<file path="src/logic/ntm_pkg.sv">
////////////////////////////////////////////////////////////
// NTM trainer shared definitions
// Word width, size bounds, counter widths and FSM codes
////////////////////////////////////////////////////////////
package ntm_pkg;

  // Every data word wraps modulo 2^16
  localparam int DATA_SIZE = 16;

  // Largest hidden and input vector lengths
  localparam int MAX_L = 4;
  localparam int MAX_X = 4;

  // Element index, size input and step count widths
  localparam int INDEX_SIZE = 2;
  localparam int COUNT_SIZE = 3;
  localparam int STEP_SIZE  = 8;

  // Pipeline stages from last x strobe to first W word
  localparam int DRAIN_CYCLES = 3;
  localparam int DRAIN_SIZE   = 2;

  // Trainer FSM encoding
  localparam int STATE_SIZE = 3;

  localparam logic [STATE_SIZE-1:0] IDLE_STATE  = 3'd0;
  localparam logic [STATE_SIZE-1:0] INPUT_STATE = 3'd1;
  localparam logic [STATE_SIZE-1:0] DRAIN_STATE = 3'd2;
  localparam logic [STATE_SIZE-1:0] W_STATE     = 3'd3;
  localparam logic [STATE_SIZE-1:0] B_STATE     = 3'd4;
  localparam logic [STATE_SIZE-1:0] READY_STATE = 3'd5;

endpackage

</file>
<file path="src/logic/ntm_vector_differentiation.sv">
////////////////////////////////////////////////////////////
// NTM vector differentiation
// Time difference d(t;l) = h(t;l) - h(t-1;l), h(-1) = 0
////////////////////////////////////////////////////////////
module ntm_vector_differentiation (
  input  logic                           CLK,
  input  logic                           RST,

  // Run start, empties the previous-step vector
  input  logic                           clear,

  // Hidden vector element from the host
  input  logic                           h_valid,
  input  logic [ntm_pkg::INDEX_SIZE-1:0] h_index,
  input  logic [ntm_pkg::DATA_SIZE-1:0]  h_data,

  // Difference element, one cycle later
  output logic                           diff_valid,
  output logic [ntm_pkg::INDEX_SIZE-1:0] diff_index,
  output logic [ntm_pkg::DATA_SIZE-1:0]  diff_data
);

  import ntm_pkg::*;

  ////////////////////////////////////////////////////////////
  // Storage
  ////////////////////////////////////////////////////////////

  // h(t-1), one word per hidden element
  logic [DATA_SIZE-1:0] prev_h [MAX_L];

  ////////////////////////////////////////////////////////////
  // Difference stage
  ////////////////////////////////////////////////////////////

  // Valid flag follows the strobe by one cycle
  always_ff @(posedge CLK or posedge RST) begin
    if (RST) begin
      diff_valid <= 1'b0;
    end else begin
      diff_valid <= h_valid;
    end
  end

  // Difference word and its tag
  // Subtraction wraps mod 2^16 by width
  always_ff @(posedge CLK) begin
    if (h_valid) begin
      diff_index <= h_index;
      diff_data  <= h_data - prev_h[h_index];
    end
  end

  // Previous-step vector
  // Zeroed at run start so step 0 gives d = h
  always_ff @(posedge CLK or posedge RST) begin
    if (RST) begin
      for (int l = 0; l < MAX_L; l++) begin
        prev_h[l] <= '0;
      end
    end else if (clear) begin
      for (int l = 0; l < MAX_L; l++) begin
        prev_h[l] <= '0;
      end
    end else if (h_valid) begin
      // Current word becomes h(t-1) for the next step
      prev_h[h_index] <= h_data;
    end
  end

endmodule

</file>
<file path="src/logic/ntm_matrix_product.sv">
////////////////////////////////////////////////////////////
// NTM matrix product
// Outer product d(t)·x(t), one column per input element
////////////////////////////////////////////////////////////
module ntm_matrix_product (
  input  logic                           CLK,
  input  logic                           RST,

  // Difference element from the differentiation stage
  input  logic                           diff_valid,
  input  logic [ntm_pkg::INDEX_SIZE-1:0] diff_index,
  input  logic [ntm_pkg::DATA_SIZE-1:0]  diff_data,

  // Input vector element from the host
  input  logic                           x_valid,
  input  logic [ntm_pkg::INDEX_SIZE-1:0] x_index,
  input  logic [ntm_pkg::DATA_SIZE-1:0]  x_data,

  // Product column for input element prod_index
  output logic                           prod_valid,
  output logic [ntm_pkg::INDEX_SIZE-1:0] prod_index,
  output logic [ntm_pkg::DATA_SIZE-1:0]  prod_column [ntm_pkg::MAX_L]
);

  import ntm_pkg::*;

  ////////////////////////////////////////////////////////////
  // Difference vector
  ////////////////////////////////////////////////////////////

  // d(t), filled element by element
  logic [DATA_SIZE-1:0] d_reg [MAX_L];

  // d(t) as seen by the multipliers this cycle
  logic [DATA_SIZE-1:0] d_cur [MAX_L];

  always_ff @(posedge CLK) begin
    if (diff_valid) begin
      d_reg[diff_index] <= diff_data;
    end
  end

  // Forward the element still in flight
  // The first x strobe may meet the last difference of the step
  always_comb begin
    for (int l = 0; l < MAX_L; l++) begin
      if (diff_valid && (diff_index == INDEX_SIZE'(l))) begin
        d_cur[l] = diff_data;
      end else begin
        d_cur[l] = d_reg[l];
      end
    end
  end

  ////////////////////////////////////////////////////////////
  // Product column
  ////////////////////////////////////////////////////////////

  always_ff @(posedge CLK or posedge RST) begin
    if (RST) begin
      prod_valid <= 1'b0;
    end else begin
      prod_valid <= x_valid;
    end
  end

  // One multiplier per row
  // Rows at or above L carry stale values and are never read out
  always_ff @(posedge CLK) begin
    if (x_valid) begin
      prod_index <= x_index;
      for (int l = 0; l < MAX_L; l++) begin
        // 16-bit context keeps the low half of the product
        prod_column[l] <= d_cur[l] * x_data;
      end
    end
  end

endmodule

</file>
<file path="src/logic/ntm_vector_summation.sv">
////////////////////////////////////////////////////////////
// NTM vector summation
// Accumulates dW and db over time, read back by index
////////////////////////////////////////////////////////////
module ntm_vector_summation (
  input  logic                           CLK,
  input  logic                           RST,

  // Run start, empties both accumulator arrays
  input  logic                           clear,

  // Difference element, adds into db
  input  logic                           diff_valid,
  input  logic [ntm_pkg::INDEX_SIZE-1:0] diff_index,
  input  logic [ntm_pkg::DATA_SIZE-1:0]  diff_data,

  // Product column, adds into one column of dW
  input  logic                           prod_valid,
  input  logic [ntm_pkg::INDEX_SIZE-1:0] prod_index,
  input  logic [ntm_pkg::DATA_SIZE-1:0]  prod_column [ntm_pkg::MAX_L],

  // Read-back selection
  input  logic [ntm_pkg::INDEX_SIZE-1:0] read_l,
  input  logic [ntm_pkg::INDEX_SIZE-1:0] read_x,

  // Selected dW(l,x) and db(l)
  output logic [ntm_pkg::DATA_SIZE-1:0]  w_data,
  output logic [ntm_pkg::DATA_SIZE-1:0]  b_data
);

  import ntm_pkg::*;

  ////////////////////////////////////////////////////////////
  // Accumulators
  ////////////////////////////////////////////////////////////

  // dW(l,x), row l and column x
  logic [DATA_SIZE-1:0] w_acc [MAX_L][MAX_X];

  // db(l)
  logic [DATA_SIZE-1:0] b_acc [MAX_L];

  // Weight gradient
  // Whole column updated per product, all rows at once
  always_ff @(posedge CLK or posedge RST) begin
    if (RST) begin
      for (int l = 0; l < MAX_L; l++) begin
        for (int x = 0; x < MAX_X; x++) begin
          w_acc[l][x] <= '0;
        end
      end
    end else if (clear) begin
      for (int l = 0; l < MAX_L; l++) begin
        for (int x = 0; x < MAX_X; x++) begin
          w_acc[l][x] <= '0;
        end
      end
    end else if (prod_valid) begin
      for (int l = 0; l < MAX_L; l++) begin
        w_acc[l][prod_index] <= w_acc[l][prod_index] + prod_column[l];
      end
    end
  end

  // Bias gradient
  // Sum of differences over time, telescopes to h(T-1)
  always_ff @(posedge CLK or posedge RST) begin
    if (RST) begin
      for (int l = 0; l < MAX_L; l++) begin
        b_acc[l] <= '0;
      end
    end else if (clear) begin
      for (int l = 0; l < MAX_L; l++) begin
        b_acc[l] <= '0;
      end
    end else if (diff_valid) begin
      b_acc[diff_index] <= b_acc[diff_index] + diff_data;
    end
  end

  ////////////////////////////////////////////////////////////
  // Read-back
  ////////////////////////////////////////////////////////////

  // Plain muxes, the trainer registers the result
  assign w_data = w_acc[read_l][read_x];
  assign b_data = b_acc[read_l];

endmodule

</file>
<file path="src/logic/ntm_trainer.sv">
////////////////////////////////////////////////////////////
// NTM trainer
// Streams h and x over T steps, returns dW row by row and db
////////////////////////////////////////////////////////////
module ntm_trainer (
  input  logic                           CLK,
  input  logic                           RST,

  // Run control
  input  logic                           START,
  output logic                           READY,

  // Input strobes, one per element
  input  logic                           H_IN_ENABLE,
  input  logic                           X_IN_ENABLE,

  // Output strobes
  output logic                           W_OUT_L_ENABLE,
  output logic                           W_OUT_X_ENABLE,
  output logic                           B_OUT_ENABLE,

  // Run sizes, sampled on START
  input  logic [ntm_pkg::COUNT_SIZE-1:0] SIZE_L_IN,
  input  logic [ntm_pkg::COUNT_SIZE-1:0] SIZE_X_IN,
  input  logic [ntm_pkg::STEP_SIZE-1:0]  SIZE_T_IN,

  // Data words
  input  logic [ntm_pkg::DATA_SIZE-1:0]  H_IN,
  input  logic [ntm_pkg::DATA_SIZE-1:0]  X_IN,
  output logic [ntm_pkg::DATA_SIZE-1:0]  W_OUT,
  output logic [ntm_pkg::DATA_SIZE-1:0]  B_OUT
);

  import ntm_pkg::*;

  ////////////////////////////////////////////////////////////
  // Signals
  ////////////////////////////////////////////////////////////

  // FSM
  logic [STATE_SIZE-1:0] state;

  // Sizes of the current run
  logic [COUNT_SIZE-1:0] size_l;
  logic [COUNT_SIZE-1:0] size_x;
  logic [STEP_SIZE-1:0]  size_t;

  // Last index of each loop
  logic [INDEX_SIZE-1:0] last_l;
  logic [INDEX_SIZE-1:0] last_x;
  logic [STEP_SIZE-1:0]  last_t;

  // Input phase counters
  logic [INDEX_SIZE-1:0] h_cnt;
  logic [INDEX_SIZE-1:0] x_cnt;
  logic [STEP_SIZE-1:0]  step_cnt;

  // All L h words of the step taken, x words expected
  logic                  h_done;

  // Gated strobes and run clear
  logic                  clear;
  logic                  h_valid;
  logic                  x_valid;

  // Differentiation to product and summation
  logic                  diff_valid;
  logic [INDEX_SIZE-1:0] diff_index;
  logic [DATA_SIZE-1:0]  diff_data;

  // Product to summation
  logic                  prod_valid;
  logic [INDEX_SIZE-1:0] prod_index;
  logic [DATA_SIZE-1:0]  prod_column [MAX_L];

  // Read-back
  logic [INDEX_SIZE-1:0] read_l;
  logic [INDEX_SIZE-1:0] read_x;
  logic [DATA_SIZE-1:0]  w_data;
  logic [DATA_SIZE-1:0]  b_data;

  ////////////////////////////////////////////////////////////
  // Strobe gating
  ////////////////////////////////////////////////////////////

  assign last_l = INDEX_SIZE'(size_l - 1'b1);
  assign last_x = INDEX_SIZE'(size_x - 1'b1);
  assign last_t = size_t - 1'b1;

  // START only counts in idle, and clears in the same cycle
  assign clear = (state == IDLE_STATE) && START;

  // h words first, then x words, anything else dropped
  assign h_valid = (state == INPUT_STATE) && H_IN_ENABLE && !h_done;
  assign x_valid = (state == INPUT_STATE) && X_IN_ENABLE && h_done;

  ////////////////////////////////////////////////////////////
  // Phase FSM and output sequencer
  ////////////////////////////////////////////////////////////

  always_ff @(posedge CLK or posedge RST) begin
    if (RST) begin
      state          <= IDLE_STATE;
      size_l         <= '0;
      size_x         <= '0;
      size_t         <= '0;
      h_cnt          <= '0;
      x_cnt          <= '0;
      step_cnt       <= '0;
      h_done         <= 1'b0;
      read_l         <= '0;
      read_x         <= '0;
      READY          <= 1'b0;
      W_OUT_L_ENABLE <= 1'b0;
      W_OUT_X_ENABLE <= 1'b0;
      B_OUT_ENABLE   <= 1'b0;
      W_OUT          <= '0;
      B_OUT          <= '0;
    end else begin
      // Strobes and READY are single-cycle pulses
      W_OUT_L_ENABLE <= 1'b0;
      W_OUT_X_ENABLE <= 1'b0;
      B_OUT_ENABLE   <= 1'b0;
      READY          <= 1'b0;

      case (state)
        IDLE_STATE: begin
          if (START) begin
            size_l   <= SIZE_L_IN;
            size_x   <= SIZE_X_IN;
            size_t   <= SIZE_T_IN;
            h_cnt    <= '0;
            x_cnt    <= '0;
            step_cnt <= '0;
            h_done   <= 1'b0;
            read_l   <= '0;
            read_x   <= '0;
            state    <= INPUT_STATE;
          end
        end

        INPUT_STATE: begin
          // h and x strobes are exclusive by the h_done gate
          if (h_valid) begin
            if (h_cnt == last_l) begin
              h_cnt  <= '0;
              h_done <= 1'b1;
            end else begin
              h_cnt <= h_cnt + 1'b1;
            end
          end
          if (x_valid) begin
            if (x_cnt == last_x) begin
              // Step complete, next one starts with h words
              x_cnt  <= '0;
              h_done <= 1'b0;
              if (step_cnt == last_t) begin
                // Strobe edge fills the product register, stage 1
                state <= DRAIN_STATE;
              end else begin
                step_cnt <= step_cnt + 1'b1;
              end
            end else begin
              x_cnt <= x_cnt + 1'b1;
            end
          end
        end

        DRAIN_STATE: begin
          // Stage 2, last column lands in dW
          // Stage 3 is the output register during the W phase
          state <= W_STATE;
        end

        W_STATE: begin
          // Row-major, L strobe marks the start of each row
          W_OUT          <= w_data;
          W_OUT_X_ENABLE <= 1'b1;
          W_OUT_L_ENABLE <= (read_x == '0);
          if (read_x == last_x) begin
            read_x <= '0;
            if (read_l == last_l) begin
              read_l <= '0;
              state  <= B_STATE;
            end else begin
              read_l <= read_l + 1'b1;
            end
          end else begin
            read_x <= read_x + 1'b1;
          end
        end

        B_STATE: begin
          B_OUT        <= b_data;
          B_OUT_ENABLE <= 1'b1;
          if (read_l == last_l) begin
            state <= READY_STATE;
          end else begin
            read_l <= read_l + 1'b1;
          end
        end

        READY_STATE: begin
          // Lands the cycle after the last B word
          READY <= 1'b1;
          state <= IDLE_STATE;
        end

        default: begin
          state <= IDLE_STATE;
        end
      endcase
    end
  end

  ////////////////////////////////////////////////////////////
  // Function blocks
  ////////////////////////////////////////////////////////////

  // d(t) = h(t) - h(t-1)
  ntm_vector_differentiation vector_differentiation (
    .CLK        (CLK),
    .RST        (RST),
    .clear      (clear),
    .h_valid    (h_valid),
    .h_index    (h_cnt),
    .h_data     (H_IN),
    .diff_valid (diff_valid),
    .diff_index (diff_index),
    .diff_data  (diff_data)
  );

  // d(t)·x(t), one column per x word
  ntm_matrix_product matrix_product (
    .CLK         (CLK),
    .RST         (RST),
    .diff_valid  (diff_valid),
    .diff_index  (diff_index),
    .diff_data   (diff_data),
    .x_valid     (x_valid),
    .x_index     (x_cnt),
    .x_data      (X_IN),
    .prod_valid  (prod_valid),
    .prod_index  (prod_index),
    .prod_column (prod_column)
  );

  // dW and db accumulators
  ntm_vector_summation vector_summation (
    .CLK         (CLK),
    .RST         (RST),
    .clear       (clear),
    .diff_valid  (diff_valid),
    .diff_index  (diff_index),
    .diff_data   (diff_data),
    .prod_valid  (prod_valid),
    .prod_index  (prod_index),
    .prod_column (prod_column),
    .read_l      (read_l),
    .read_x      (read_x),
    .w_data      (w_data),
    .b_data      (b_data)
  );

endmodule

</file>
<file path="config.mk">
export PLATFORM = sky130hd
export DESIGN_NAME = ntm_trainer
export DESIGN_NICKNAME = d
export VERILOG_FILES = /design/src/logic/ntm_pkg.sv /design/src/logic/ntm_vector_differentiation.sv /design/src/logic/ntm_matrix_product.sv /design/src/logic/ntm_vector_summation.sv /design/src/logic/ntm_trainer.sv
export SDC_FILE = /design/constraint.sdc
export NUM_CORES = 2
export LEC_CHECK = 0
export ABC_AREA = 1
export BUFFER_PORTS_ARGS = -buffer_cell sky130_fd_sc_hd__clkbuf_2
export CORE_ASPECT_RATIO = 1.25
export CORE_MARGIN = 2
export CORE_UTILIZATION = 25
export CTS_CLUSTER_DIAMETER = 40
export DETAILED_ROUTE_END_ITERATION = 12
export PLACE_DENSITY = 0.42
export SLEW_MARGIN = 15
export SYNTH_ARGS = -nofsm -noshare
export SYNTH_HDL_FRONTEND = slang
export SYNTH_SLANG_ARGS = --single-unit
</file>
<file path="constraint.sdc">
create_clock -name CLK -period 32.2 [get_ports CLK]
set_clock_uncertainty 0.1 [all_clocks]
set_input_delay 1.61 -clock CLK [delete_from_list [all_inputs] [get_ports CLK]]
set_output_delay 1.61 -clock CLK [all_outputs]
set_load 0.03 [all_outputs]
</file>
==> flow_results.org <==
** Timing
- Least-Margin Pin Slew :: 1.15 ns
- Final critical-path required period :: 8.48 ns
- The final hold violation count came to 0.
- Based on the critical path, the design can be clocked at up to 0.118 GHz.
- Setup repair after global routing missed its margin :: false
- Setup_tns :: 0 ns
- The count of pins over their slew limit came to 0.
- After layout, the worst path uses between 20% and 30% of the clock period.
- Setup violations remaining at the end of the flow were counted as 0.
- Headroom to the max-slew limit came out at between 20 and 25%.

** Drt
- Wirelength, routed :: 170000 µm
- In this run the remaining antenna-violating nets after routing total 0.
- The first detailed-routing pass took 6 iterations.
- In the routed design, unresolved DRC markers number 0.
- Vias per cell :: 4.72
- After detailed routing, the average wire length per cell comes to 20.4 µm.
- The first routing iteration left around 2600 violations.
- Number of vias after detailed routing :: between 30000 and 40000

** Synth
- Summed instance area of the synthesized netlist :: about 0.047 mm²
- After synthesis the netlist holds a flip-flop and latch count of 602.
- After synthesis, the mean cell area works out to 8.26 µm².
- Synthesized Nets :: 6359
- Number of instances in the synthesized netlist :: 5689
- Warning count from the yosys run :: 0
- Number of enable flip-flop cells after synthesis :: 148
- The netlist uses 57 different library cells.
- After synthesis, the share of flip-flops with an asynchronous set or reset is 75.4%.
- Of the synthesized area, sequential elements account for approximately a third.
- Among all flip-flop cells after synthesis, the most frequent one is sky130_fd_sc_hd__dfrtp_1.

** Clock network
- Counting along the longest clock path gives a buffer depth of 3.
- Clock tree sinks :: 602
- TritonCTS built the clock tree.
- After clock tree synthesis, the flow added hold-fix buffers numbering 0.
- Buffers added to address setup during post-CTS repair amount to 0.
- The cell sitting at the root of the clock tree is a sky130_fd_sc_hd__clkbuf_16.
- Clock-pin slew was measured on the worst setup and hold paths at 0.05 ns.
- In this run, post-CTS repair resized a total of 0 instances.
- Htree depth :: 3
- TritonCTS created approximately 120 clock buffers.
- Clk Latency, worst-skew pair :: 0.75 ns

** Hold path
- WHS Endpoint :: matrix_product.prod_index[1]
- Worst hold start :: x_cnt[1]
- Worst hold stages :: 0
- The worst hold path belongs to the class register to register.

** Die
- The floorplan step defined a core boundary enclosing 0.186 mm².
- Die height :: a little under 500 µm
- In this run the core area contains around 180 standard-cell rows.
- Num ports :: 87
- In this run the horizontal extent of the chip is 392 µm.
- Starting density of the core :: 25.2%
- Die Outline Area :: between 0.15 and 0.2 mm²

** Place
- Number of buffer cells added on primary ports :: 84
- Detailed-placement wirelength estimate :: 120000 µm
- After detailed placement, the design holds a cell count of 8109.
- Routability-driven placement finished with a final weighted congestion of approximately 0.84.

** Worst setup path
- The critical path is of the register to register type.
- The worst setup path is launched from a register.
- In this run the worst path has a maximum fanout of 29.
- Counting both buffers and inverters, the worst setup path holds a total of 7.
- Counting cells, the worst reg-to-reg path comes to 28.
- For the worst setup path, the data arrival time is 8.81 ns.
- Data on the critical path is required at its endpoint by between 30 and 40 ns.
- The largest single stage delay on the critical path is 0.66 ns.
- Broken down by cell family, the worst path's largest delay share belongs to adder cells.
- Max stage delay cell, worst path :: sky130_fd_sc_hd__inv_2
- The endpoint identified for the worst register-to-register timing path is matrix_product.prod_column[63].
- In this run the register-to-register setup slack is 23.72 ns.
- Critical Path End Type :: register
- Reg-to-Reg Start :: vector_differentiation.diff_index[0]

** Pwr
- Power share of the sequential group :: 19.1%
- Power spread over the standard cell area amounts to 113 mW/mm².
- Across the VDD grid, the largest voltage drop is ~0.00012 V.
- Switching part of the total power :: 48.3%
- Post-layout power :: 6.14 mW
- In this run, the clock network consumes 21.0% of the power.
- Combinational cells account for 59.9% of the total power.
- Sw power :: 2.96 mW
- Internal power :: 3.18 mW
- Lkg Pwr :: 25.7 nW

** Layout
- Number of inserted filler cells in the final layout :: 20180
- Largest reg by FF count :: vector_summation.w_acc
- Share of post-route cells with drive strength above 1 :: 8.10%
- The register with the most flip-flops in the layout has 256 of them.
- Count of non-filler cells in the finished layout :: 8336
- For this run, the post-layout net count is 6393.
- Layout Area Growth over Synthesis :: 15.8%
- The library cell used most frequently in the layout, excluding fill and tap cells, is sky130_fd_sc_hd__inv_1.
- Commonest non-fill, non-tap cells in the layout :: sky130_fd_sc_hd__inv_1 (996), sky130_fd_sc_hd__nand2_1 (943), sky130_fd_sc_hd__nor2_1 (498)

** GRT
- The via count of the first global-routing pass is a little over 40000.
- Largest net degree at the start of global routing :: 155
- The first global-routing pass estimated 259000 µm of wire.
- Total congestion overflow after global routing :: 0
- In the global route stage, overall resource usage came out at 18.0%.
- The number of antenna violations at the first check in global routing is 15.

** Outcome
- Result of the run :: finished clean

** Job
- Across the run, the number of max-cap violations was 0.
==> how the worst max path moves through the flow <==
stage	startpoint	end	slack [ns]	cells past startpoint
floorplan	RST	B_OUT[0]	17.83	1
global placement	vector_differentiation.diff_index[0]	matrix_product.prod_column[63]	23.59	28
detailed placement	vector_differentiation.diff_index[0]	matrix_product.prod_column[63]	23.62	28
CTS	vector_differentiation.diff_index[0]	matrix_product.prod_column[63]	23.59	28
global route	vector_differentiation.diff_index[0]	matrix_product.prod_column[63]	23.10	28
finish	vector_differentiation.diff_index[0]	matrix_product.prod_column[63]	23.72	28
==> metal layers <==
metal  share of wire [%]  GRT usage [%]
met5               0.059              0
met3                 4.6           2.69
met1                  43           22.7
met4                 3.6           6.42
met2                  49           30.9
==> logic make-up (layout without fill, tap and decap cells) <==
| logic type | after synthesis | in the layout | share of synthesized area (%) |
|---|---|---|---|
| simple gates | 1807 | 1807 | 15.8 |
| buf+inv | 1280 | 1418 | 10.4 |
| flops | 602 | 602 | 33.6 |
| xor+xnor | 174 | 174 | 3.26 |
| other cells | 0 | 3 | 0 |
| fa+ha+maj | 619 | 619 | 21.7 |
| compound gates | 1207 | 1207 | 15.3 |
==> synth_stat cells (all sizes together) (19+ instances only) <==
library cell,n,area (µm²)
o221ai,77,674
nand3,267,1350
a22oi,83,623
fa,326,6530
xor2,106,928
ha,293,3670
inv,1013,3800
or2,19,119
buf,37,201
o22ai,169,1060
nor2,507,1940
a21oi,262,1310
nand2,961,3650
a31oi,37,231
edfxtp,148,4440
dfrtp,454,11400
o21ai,485,2540
xnor2,68,603
clkbuf,220,826
o211ai,35,263
==> power by group through the flow <==
stage | Sequential (mW) | Combinational (mW) | Clock (mW)
2_1_floorplan | 1.18 | 2.55 | 0
3_3_place_gp | 1.18 | 3.73 | 0
3_5_place_dp | 1.18 | 3.73 | 0
4_1_cts | 1.17 | 3.76 | 1.32
5_1_grt | 1.19 | 4.27 | 1.35
6_report | 1.17 | 3.68 | 1.29
==> final cells by class <==
class | instances | area [µm²] | share of cell area [%]
Sequential cell | 602 | 15800 | 29.0
Inverter | 1023 | 3860 | 7.09
Tap cell | 2506 | 3140 | 5.76
Antenna cell | 3 | 7.51 | 0.0138
Clock inverter | 93 | 1120 | 2.05
Timing Repair Buffer | 171 | 1090 | 2.00
Clock buffer | 131 | 3040 | 5.59
Multi-Input combinational cell | 3807 | 26400 | 48.5
==> per-stage QoR <==
step                      hold slack (ns)  instance area (µm²)  util (%)  setup WS [ns]
after floorplan                     0.347                47000         -          17.83
after global placement              0.372                50300      27.0          23.59
after detailed placement            0.371                50300      27.0          23.62
after CTS                           0.382                54400      29.2          23.59
after global routing                0.402                54400      29.2          23.10
final                               0.383                54400      29.2          23.72
(Power assumes the default switching activity.)
